==> src/verilog/extBusPkg.sv <==
`default_nettype none

// Word layout and sizing of the external bus register file
package extBusPkg;

    // Geometry of the register file
    localparam int WORD_COUNT = 4;              // Words held by every slice

    // Field and slice widths
    typedef logic [3:0]                         nibbleT;   // One slice data lane
    typedef logic [$clog2(WORD_COUNT)-1:0]      addrT;     // Word address
    typedef logic [63:0]                        dataT;     // Data field
    typedef logic [7:0]                         tagT;      // Tag field

    // Tag sits above the data field
    typedef logic [$bits(tagT)+$bits(dataT)-1:0] wordT;

    localparam int SLICE_COUNT = $bits(wordT) / $bits(nibbleT);   // 18 slices
    localparam int DATA_SLICES = $bits(dataT) / $bits(nibbleT);   // Slices 16, 17 hold the tag

endpackage

`default_nettype wire

==> src/verilog/portPkg.sv <==
`default_nettype none

// Request and response bundles for the processor ports and the X channels
package portPkg;

    localparam int CHAN_COUNT = 2;              // Peer I/O channels sharing port X

    typedef logic [$clog2(CHAN_COUNT)-1:0] chanIdT;   // Channel number

    // Processor side request, acts in the cycle it is presented
    typedef struct packed {
        logic            en;                    // Port active this cycle
        logic            we;                    // Write when set, else read
        extBusPkg::addrT addr;
        extBusPkg::wordT wdata;
    } portReqT;

    // Channel request, qualified by chanValid
    typedef struct packed {
        logic            we;
        extBusPkg::addrT addr;
        extBusPkg::wordT wdata;
    } xReqT;

    // Read response, one cycle after the accepted request
    typedef struct packed {
        chanIdT          chan;                  // Requesting channel
        extBusPkg::wordT rdata;
    } xRspT;

endpackage

`default_nettype wire

==> src/verilog/k1802Slice.sv <==
`default_nettype none
`timescale 1ns/1ns

// Four-port, four-word, 4-bit memory slice modelled on the K1802 part
module k1802Slice (
    input  wire                    clk,

    input  wire                    aEn,       // A port, highest write priority
    input  wire                    aWe,
    input  wire extBusPkg::addrT   aAddr,
    input  wire extBusPkg::nibbleT aWdata,
    output extBusPkg::nibbleT      aRdata,

    input  wire                    bEn,       // B port
    input  wire                    bWe,
    input  wire extBusPkg::addrT   bAddr,
    input  wire extBusPkg::nibbleT bWdata,
    output extBusPkg::nibbleT      bRdata,

    input  wire                    cEn,       // C port
    input  wire                    cWe,
    input  wire extBusPkg::addrT   cAddr,
    input  wire extBusPkg::nibbleT cWdata,
    output extBusPkg::nibbleT      cRdata,

    input  wire                    xEn,       // X port, lowest write priority
    input  wire                    xWe,
    input  wire extBusPkg::addrT   xAddr,
    input  wire extBusPkg::nibbleT xWdata,
    output extBusPkg::nibbleT      xRdata
);
    import extBusPkg::*;

    nibbleT     mem   [WORD_COUNT];           // Stored nibbles
    logic [3:0] en;                           // Index 0 is A, index 3 is X
    logic [3:0] we;
    addrT       addr  [4];
    nibbleT     wdata [4];
    nibbleT     rdata [4];                    // Read registers per port

    assign en    = {xEn, cEn, bEn, aEn};
    assign we    = {xWe, cWe, bWe, aWe};
    assign addr  = '{aAddr, bAddr, cAddr, xAddr};
    assign wdata = '{aWdata, bWdata, cWdata, xWdata};

    always_ff @(posedge clk) begin
        // Lowest priority first, so the A write lands last
        for (int p = 3; p >= 0; p--) begin
            if (en[p] && we[p]) begin
                mem[addr[p]] <= wdata[p];
            end
        end

        // Reads see the value from before this edge
        for (int p = 0; p < 4; p++) begin
            rdata[p] <= (en[p] && !we[p]) ? mem[addr[p]] : '0;
        end
    end

    assign aRdata = rdata[0];
    assign bRdata = rdata[1];
    assign cRdata = rdata[2];
    assign xRdata = rdata[3];

    // A write strobe on a disabled port means the driving logic lost its enable
    assert property (@(posedge clk) (we & ~en) == 4'b0000)
        else $error("Slice write strobe without port enable");

endmodule

`default_nettype wire

==> src/verilog/extBusRegFile.sv <==
`default_nettype none
`timescale 1ns/1ns

// 72-bit four-port register file, eighteen slices side by side
module extBusRegFile (
    input  wire                    clk,
    input  wire                    rst,

    input  wire portPkg::portReqT  aReq,
    input  wire portPkg::portReqT  bReq,
    input  wire                    bTagEn,     // B reaches the tag slices only when set
    input  wire portPkg::portReqT  cReq,

    input  wire                    xEn,
    input  wire                    xWe,
    input  wire extBusPkg::addrT   xAddr,
    input  wire extBusPkg::wordT   xWdata,

    output extBusPkg::wordT        aRdata,
    output extBusPkg::wordT        bRdata,
    output extBusPkg::wordT        cRdata,
    output extBusPkg::wordT        xRdata
);
    import extBusPkg::*;
    import portPkg::*;

    // Hold a port idle while in reset
    function automatic portReqT holdReq(input portReqT req, input logic hold);
        portReqT held;
        held    = req;
        held.en = req.en & ~hold;
        held.we = req.we & ~hold;
        return held;
    endfunction

    portReqT aGate;
    portReqT bGate;
    portReqT cGate;
    logic    xEnGate;
    logic    xWeGate;
    logic    bTagSliceEn;                       // B enable seen by the tag slices
    logic    bTagSliceWe;

    assign aGate = holdReq(aReq, rst);
    assign bGate = holdReq(bReq, rst);
    assign cGate = holdReq(cReq, rst);

    assign xEnGate = xEn & ~rst;
    assign xWeGate = xWe & ~rst;

    // Tag untouched on writes, read back as zero
    assign bTagSliceEn = bGate.en & bTagEn;
    assign bTagSliceWe = bGate.we & bTagEn;

    for (genvar s = 0; s < SLICE_COUNT; s++) begin : gSlice
        k1802Slice uSlice (
            .clk    (clk),

            .aEn    (aGate.en),
            .aWe    (aGate.we),
            .aAddr  (aGate.addr),
            .aWdata (aGate.wdata[s*$bits(nibbleT) +: $bits(nibbleT)]),
            .aRdata (aRdata[s*$bits(nibbleT) +: $bits(nibbleT)]),

            .bEn    ((s < DATA_SLICES) ? bGate.en : bTagSliceEn),
            .bWe    ((s < DATA_SLICES) ? bGate.we : bTagSliceWe),
            .bAddr  (bGate.addr),
            .bWdata (bGate.wdata[s*$bits(nibbleT) +: $bits(nibbleT)]),
            .bRdata (bRdata[s*$bits(nibbleT) +: $bits(nibbleT)]),

            .cEn    (cGate.en),
            .cWe    (cGate.we),
            .cAddr  (cGate.addr),
            .cWdata (cGate.wdata[s*$bits(nibbleT) +: $bits(nibbleT)]),
            .cRdata (cRdata[s*$bits(nibbleT) +: $bits(nibbleT)]),

            .xEn    (xEnGate),
            .xWe    (xWeGate),
            .xAddr  (xAddr),
            .xWdata (xWdata[s*$bits(nibbleT) +: $bits(nibbleT)]),
            .xRdata (xRdata[s*$bits(nibbleT) +: $bits(nibbleT)])
        );
    end

    // X strobes come from the channel arbiter and must carry its enable
    assert property (@(posedge clk) disable iff (rst) xWe |-> xEn)
        else $error("X port write while X port disabled");

endmodule

`default_nettype wire

==> src/verilog/xPortArbiter.sv <==
`default_nettype none
`timescale 1ns/1ns

// Round-robin sharing of register file port X between the I/O channels
module xPortArbiter (
    input  wire                                          clk,
    input  wire                                          rst,

    input  wire [portPkg::CHAN_COUNT-1:0]                chanValid,
    input  wire portPkg::xReqT [portPkg::CHAN_COUNT-1:0] chanReq,
    output logic [portPkg::CHAN_COUNT-1:0]               chanReady,

    output logic                                         xEn,
    output logic                                         xWe,
    output extBusPkg::addrT                              xAddr,
    output extBusPkg::wordT                              xWdata,
    input  wire extBusPkg::wordT                         xRdata,

    output logic                                         rspValid,
    output portPkg::xRspT                                rsp
);
    import portPkg::*;

    chanIdT lastGrant;                          // Channel granted most recently
    chanIdT prio;                               // Channel favoured this cycle
    chanIdT grantId;
    logic   anyValid;
    xReqT   granted;
    logic   rdPending;                          // Read accepted on the last edge
    chanIdT rdChan;                             // Its channel

    always_comb begin
        prio     = lastGrant + 1'b1;
        // With two channels the fallback is simply the other one
        grantId  = chanValid[prio] ? prio : chanIdT'(prio + 1'b1);
        anyValid = |chanValid;
        granted  = chanReq[grantId];

        chanReady          = '0;
        chanReady[grantId] = anyValid;
    end

    // Accepted request goes to port X in the same cycle
    assign xEn    = anyValid;
    assign xWe    = anyValid & granted.we;
    assign xAddr  = granted.addr;
    assign xWdata = granted.wdata;

    always_ff @(posedge clk) begin
        if (rst) begin
            lastGrant <= chanIdT'(CHAN_COUNT - 1);   // Channel 0 goes first
            rdPending <= 1'b0;
            rdChan    <= '0;
        end else begin
            if (anyValid) begin
                lastGrant <= grantId;
            end
            rdPending <= anyValid & ~granted.we;      // Writes get no response
            rdChan    <= grantId;
        end
    end

    // Slice read registers deliver the data one edge after acceptance
    assign rspValid = rdPending;
    assign rsp      = '{chan: rdChan, rdata: xRdata};

    assert property (@(posedge clk) disable iff (rst) $onehot0(chanReady))
        else $error("More than one channel granted");

    assert property (@(posedge clk) disable iff (rst) (chanReady & ~chanValid) == '0)
        else $error("Ready raised for a channel without valid");

endmodule

`default_nettype wire

==> src/verilog/extBusTop.sv <==
`default_nettype none
`timescale 1ns/1ns

// External bus top, processor ports direct and port X behind the arbiter
module extBusTop (
    input  wire                                          clk,
    input  wire                                          rst,

    input  wire portPkg::portReqT                        aReq,
    input  wire portPkg::portReqT                        bReq,
    input  wire                                          bTagEn,
    input  wire portPkg::portReqT                        cReq,

    input  wire [portPkg::CHAN_COUNT-1:0]                chanValid,
    input  wire portPkg::xReqT [portPkg::CHAN_COUNT-1:0] chanReq,
    output logic [portPkg::CHAN_COUNT-1:0]               chanReady,
    output logic                                         rspValid,
    output portPkg::xRspT                                rsp,

    output extBusPkg::wordT                              aRdata,
    output extBusPkg::wordT                              bRdata,
    output extBusPkg::wordT                              cRdata
);
    import extBusPkg::*;

    logic xEn;                                  // Arbiter to register file X port
    logic xWe;
    addrT xAddr;
    wordT xWdata;
    wordT xRdata;

    xPortArbiter uArbiter (
        .clk       (clk),
        .rst       (rst),
        .chanValid (chanValid),
        .chanReq   (chanReq),
        .chanReady (chanReady),
        .xEn       (xEn),
        .xWe       (xWe),
        .xAddr     (xAddr),
        .xWdata    (xWdata),
        .xRdata    (xRdata),
        .rspValid  (rspValid),
        .rsp       (rsp)
    );

    extBusRegFile uRegFile (
        .clk    (clk),
        .rst    (rst),
        .aReq   (aReq),
        .bReq   (bReq),
        .bTagEn (bTagEn),
        .cReq   (cReq),
        .xEn    (xEn),
        .xWe    (xWe),
        .xAddr  (xAddr),
        .xWdata (xWdata),
        .aRdata (aRdata),
        .bRdata (bRdata),
        .cRdata (cRdata),
        .xRdata (xRdata)
    );

endmodule

`default_nettype wire

==> config.mk <==
export PLATFORM = sky130hd
export DESIGN_NAME = extBusTop
export DESIGN_NICKNAME = d
export VERILOG_FILES = /design/src/verilog/extBusPkg.sv /design/src/verilog/portPkg.sv /design/src/verilog/k1802Slice.sv /design/src/verilog/extBusRegFile.sv /design/src/verilog/xPortArbiter.sv /design/src/verilog/extBusTop.sv
export SDC_FILE = /design/constraint.sdc
export NUM_CORES = 2
export LEC_CHECK = 0
export ABC_AREA = 1
export BUFFER_PORTS_ARGS = -buffer_cell sky130_fd_sc_hd__buf_2
export CAP_MARGIN = 20
export CORE_ASPECT_RATIO = 1.1
export CORE_UTILIZATION = 45
export CTS_BUF_LIST = sky130_fd_sc_hd__clkbuf_8
export DETAILED_ROUTE_END_ITERATION = 12
export GPL_ROUTABILITY_DRIVEN = 0
export PLACE_DENSITY = 0.67
export SYNTH_ARGS = -nofsm -noshare
export SYNTH_HDL_FRONTEND = slang
export SYNTH_SLANG_ARGS = --single-unit
==> constraint.sdc <==
create_clock -name clk -period 6.1 [get_ports clk]
set_input_delay 0.61 -clock clk [delete_from_list [all_inputs] [get_ports clk]]
set_output_delay 0.61 -clock clk [all_outputs]
set_load 0.05 [all_outputs]
**Word level (Yosys, flattened, before mapping)**

Memory sizes are Yosys's and may differ from the RTL's.
Index checks and enable logic that the tools add are counted.

- Order comparisons: 3
- Eq/ne operators: 0
- $add $sub $neg: 2
- Multiplexer cells: 89
- Bitwise operators: 15
- Reductions and logical operators: 17
- Shift operators: 0
- Multipliers: 0
- Divide/modulo/power cells: 0

Operator list:

| kind | count |
|---|---|
| 4-bit 2-to-1 mux | 72 |
| 75-bit 2-to-1 mux | 2 |
| 1-bit 2-to-1 mux | 14 |
| 1-bit AND | 12 |
| 1-bit logical AND | 11 |
| 1-bit logical NOT | 5 |
| 1-bit by 2-bit less-than comparator with 1-bit output, second input constant | 2 |
| 1-bit adder, second input constant | 2 |
| 2-bit AND | 1 |
| 1-bit inverter | 2 |
| 2-bit OR reduction | 1 |
| 1-bit demux with 1-bit select | 1 |
| 1-bit greater-or-equal comparator, second input constant | 1 |

- Memories: 36
- Input port bits: 383
- Memory bits (writable): 576
- Bits in read-only memories: 0
- Latch bits: 0
- Register bits after elaboration: 3
- Output and inout bits: 292
- Logic and storage cells: 165

Memories:

| name | depth | bits a word | read ports | clocked after memory_dff | wr ports | line | text |
|---|---|---|---|---|---|---|---|
| uRegFile.gSlice[0].uSlice.mem | 4 | 4 | 4 | 0 | 4 | k1802Slice.sv:34 | `nibbleT mem [WORD_COUNT];` |
| uRegFile.gSlice[0].uSlice.rdata | 4 | 4 | 4 | 0 | 4 | k1802Slice.sv:39 | `nibbleT rdata [4];` |
| uRegFile.gSlice[10].uSlice.mem | 4 | 4 | 4 | 0 | 4 | k1802Slice.sv:34 |  |
| uRegFile.gSlice[10].uSlice.rdata | 4 | 4 | 4 | 0 | 4 | k1802Slice.sv:39 |  |
| uRegFile.gSlice[11].uSlice.mem | 4 | 4 | 4 | 0 | 4 | k1802Slice.sv:34 |  |
| uRegFile.gSlice[11].uSlice.rdata | 4 | 4 | 4 | 0 | 4 | k1802Slice.sv:39 |  |
| +30 memories | n/a | n/a | n/a | n/a | n/a | n/a |  |

**Depth between registers and ports, before layout**

- Depth after elaboration: 11
- Gate-level depth with buffers: 11
- Gate-level depth less buffers: 8

**Hierarchy**

A second synthesis with hierarchy kept.

- Cell total of the unflattened synthesis: 5891
- Area total of the unflattened synthesis: 38164.1 µm²

Modules (own cells, without submodules):

| module | times used | area an instance (µm²) | seq. area each (µm²) | cells each |
|---|---|---|---|---|
| k1802Slice (uRegFile.gSlice[10].uSlice ...) | 17 | 2021.9 | 800.8 | 307 |
| k1802Slice (uRegFile.gSlice[0].uSlice) | 1 | 2044.5 | 800.8 | 311 |
| xPortArbiter | 1 | 1671.6 | 60.1 | 341 |
| extBusRegFile | 1 | 75.1 | 0.0 | 20 |

**Worst setup path before layout**

No wires, ideal clock.

- Kind: input to register
- Start point: input chanValid[0] (netlist bit)
- End point: memory uRegFile.gSlice[0].uSlice.mem[3][0] (netlist bit), enable pin
- Setup time: 0.853 ns
- Data required time: 5.247 ns
- Path buffers: 2
- Arrival: 2.900 ns
- Stages on the path: 9
- Setup slack: 2.347 ns
- Cells stage by stage: inv_1 nand2_1 nand3b_1 buf_2 nand2_1 clkbuf_1 inv_1 nand3_1 nand3_1

RTL lines:

| element | line | text |
|---|---|---|
| start, declared | extBusTop.sv:14 | `input wire [portPkg::CHAN_COUNT-1:0] chanValid,` |
| end, declared | k1802Slice.sv:34 |  |

==> flow_metrics.tcl <==
set metrics [dict create \
    regArea_mm2 0.0145 \
    grt-ovfl-total 0 \
    final_period_minus_worst_setup_slack_ns 3.51 \
    synth_top_area_cell "sky130_fd_sc_hd__edfxtp_1" \
    synth_seq_area_share_pct 43.1 \
    slew_at_the_pin_closest_to_its_max_slew_limit_ns 1.28 \
    post_synth_num_cell_types 24 \
    postSynthCellCount 4815 \
    clock_root_buffer "sky130_fd_sc_hd__clkbuf_8" \
    nFillCells 7194 \
    synth_commonest_cells "sky130_fd_sc_hd__a21oi_1 (899), sky130_fd_sc_hd__nand2_1 (845), sky130_fd_sc_hd__nor2_1 (725), sky130_fd_sc_hd__nand3_1 (538), sky130_fd_sc_hd__o22ai_1 (432)" \
    synth_xor_area_share_pct 0 \
    max_freq_mhz 285 \
    maxSlewHeadroom_pct 14.5 \
    final_antenna_net_count 0 \
    compound_gate_fraction_of_synth_area_pct 21.5 \
    cts.repair_timing.setup_buffer_count 0 \
    post-dp-hpwl_um 113000 \
    grt_antenna_before_repair 38 \
    routed_wirelength_um 182000 \
    post_route_drc_violation_count 0 \
    synth_simple_gate_area_share_pct 26.2 \
    vias 41100 \
    worstPathMaxFanout 36 \
    synth_fa_ha_area_share_pct 0 \
    die_h_um 289 \
    power_density_mw_per_mm2 275 \
    initial_core_util_pct 45.7 \
    placed_cells 6126 \
    drive_above_1_share_pct 17.8 \
    timing.setup.critical_path_class "reg -> reg" \
    layout-area-overhead-vs-synth_pct 17.7 \
    floorplan.die_area_mm2 0.0757 \
    worst_min_delay_path_category "in -> reg" \
    worstPathArrival_ns 3.91 \
    worstPathCellList "inv_2 -> nand2_1 -> nand2_4 -> o21ai_4 -> inv_4 -> nand3_1 -> nand3_4 -> buf_4" \
    cts-resized-gates 0 \
    cts_hold_buf 0 \
    syn_area_mm2 0.0336 \
    number_of_flip_flops_and_latches_in_the_synthesized_netlist 579 \
    post_layout_nonfiller_instances 6343 \
    drt_pass1_iterations 7 \
    critical_path_max_stage_delay_ns 0.74 \
    most_numerous_cell_in_the_yosys_netlist "sky130_fd_sc_hd__a21oi_1" \
    die_w_um 262 \
    synth_top_family_by_area "simple AND/OR/NAND/NOR gates" \
    run_status "completed" \
    skew_ns 0.0397 \
    crit_required_ns 6.50 \
    finalNetCount 5657 \
    number_of_h_tree_branching_levels 3 \
    final_max_slew_viol_count 0 \
    finalCritPeriodShare_pct 57.6 \
    maxCapViolations 0 \
    groute.usage.overall_pct 45.7 \
    portBuffers 674 \
    core-area_mm2 0.0735 \
    synthTopCellsByArea "sky130_fd_sc_hd__edfxtp_1 (26%), sky130_fd_sc_hd__dfxtp_1 (17%), sky130_fd_sc_hd__a21oi_1 (13%)" \
    cp-start-kind "flip-flop" \
    detailedRoute.firstIterationViolations 7252 \
    postSynth.topFlopCell "sky130_fd_sc_hd__dfxtp_1" \
    synthesis.yosys.warnings 0 \
    critical_path.endpoint_type "flip-flop" \
    area_of_combinational_cells_with_multiple_inputs_mm2 0.0163 \
    synth.net_count 5198 \
    cts_tree "yes" \
    power.ir.vdd_worst_v 0.000168 \
    setup_repair_after_global_routing_missed_its_margin "false" \
    grt_pass1_vias 37500 \
    rows 104 \
    tritoncts_num_sinks 579 \
    synthArstFlopShare_pct 0 \
    finalSetupViolCount 0 \
    synth_edf_count 288 \
    static_leak_nw 18.8 \
    post_synth_mux_area_share_pct 0 \
    syn-mean-instance-area_um2 6.97 \
    wire_per_inst_um 28.7 \
    worst_setup_hold_path_clk_slew_ns 0.07 \
    design.portCount 675 \
    grt_pass1_wl_um 253000 \
    clock_latency_ns 0.76 \
    number_of_buffers_added_by_the_clock_tree_synthesis_step 97 \
    grt_start_max_net_pins 84 \
    max-clock-path-buffers 3 \
    route.detailed.vias_per_inst 6.47 \
    critical_path_top_delay_cell "sky130_fd_sc_hd__o21ai_4" \
    synth_top_area_share_pct 25.8 \
    final_hold_violation_count 0 \
    setup_tns_ns 0 \
]
## where the power goes
group	internal (mW)	switching (mW)	total [mW]
sequential	4.35	0.108	4.46
combinational	0.655	1.83	2.48
clock	2.13	1.82	3.95
total	7.14	3.75	10.9
## sequential cells by signal, summed over array words and instances, names as in the netlist
signal	count
uRegFile.gSlice.uSlice.rdata	288
uArbiter.rspValid	1
uRegFile.gSlice.uSlice.mem	288
uArbiter.rdChan	1
uArbiter.lastGrant	1
## final cells by class
type                            instances  area share, %
Tap cell                              954           3.02
Timing Repair Buffer                  737           9.83
Clock buffer                          110           3.83
Sequential cell                       579           36.6
Antenna cell                           34          0.215
Multi-Input combinational cell       3470           41.2
Inverter                              389           3.76
Clock inverter                         70           1.55
## metal layers
layer / GRT usage [%] / vias up / wire, um
met1: 54.3 / 18300 / 60600
met2: 67.0 / 4257 / 75400
met4: 37.5 / 24 / 16100
met3: 15.7 / 1046 / 29500
met5: 0.307 / - / 168
li1: - / 17400 / -
## worst paths after layout
path	startpoint	endpoint	slack, ns	depth (start not counted)
worst min-delay path	rst	uArbiter.rdChan	0.14	2
worst min register to register	uRegFile.gSlice[12].uSlice.mem[0][3]	uRegFile.gSlice[12].uSlice.rdata[3][3]	0.63	4
worst max-delay path	uArbiter.lastGrant	uRegFile.gSlice[14].uSlice.mem[2][2]	2.59	8
worst max register to register	uArbiter.lastGrant	uRegFile.gSlice[14].uSlice.mem[2][2]	2.59	8
## critical path: cells and delay by family (launching register included)
| family | cells | cell delay, ns |
|---|---|---|
| simple gates | 4 | 0.96 |
| buf+inv | 3 | 1.05 |
| compound gates | 1 | 0.74 |
| flops | 1 | 0.38 |
## logic make-up after synthesis
logic type / Yosys count
compound gates: 1336
buf+inv: 766
flops: 579
simple gates: 2134
## placed cells by master, fill, tap and decap left out, types with 4 or more instances in the layout
| master | instances |
|---|---|
| sky130_fd_sc_hd__bufinv_16 | 11 |
| sky130_fd_sc_hd__edfxtp_1 | 288 |
| sky130_fd_sc_hd__a21oi_1 | 899 |
| sky130_fd_sc_hd__nand2_4 | 18 |
| sky130_fd_sc_hd__buf_4 | 60 |
| sky130_fd_sc_hd__nor2_1 | 724 |
| sky130_fd_sc_hd__o211ai_1 | 4 |
| sky130_fd_sc_hd__nor2_4 | 12 |
| sky130_fd_sc_hd__dfxtp_1 | 291 |
| sky130_fd_sc_hd__nor2_2 | 6 |
| sky130_fd_sc_hd__clkbuf_8 | 110 |
| sky130_fd_sc_hd__clkinvlp_4 | 4 |
| sky130_fd_sc_hd__inv_2 | 4 |
| sky130_fd_sc_hd__o22ai_1 | 432 |
| sky130_fd_sc_hd__nand3_4 | 8 |
| sky130_fd_sc_hd__and2_1 | 4 |
| sky130_fd_sc_hd__inv_4 | 14 |
| sky130_fd_sc_hd__inv_1 | 401 |
| sky130_fd_sc_hd__nand3_1 | 532 |
| sky130_fd_sc_hd__clkinv_2 | 24 |
| sky130_fd_sc_hd__nand2_1 | 827 |
| sky130_fd_sc_hd__buf_2 | 674 |
| sky130_fd_sc_hd__diode_2 | 34 |
## through the flow
| stage | hold slack, ns | utilization, % | cell area [um2] | setup slack (ns) | power [mW] |
|---|---|---|---|---|---|
| after floorplan | 0.582 | - | 33600 | 2.35 | 6.00 |
| after global placement | 0.616 | 50.7 | 37300 | 2.26 | 6.88 |
| after detailed placement | 0.615 | 50.7 | 37300 | 2.17 | 6.89 |
| after CTS | 0.117 | 53.6 | 39400 | 2.72 | 10.7 |
| after global routing | 0.150 | 53.7 | 39500 | 2.54 | 11.1 |
| final | 0.145 | 53.8 | 39500 | 2.59 | 10.9 |
(Power assumes the default switching activity.)
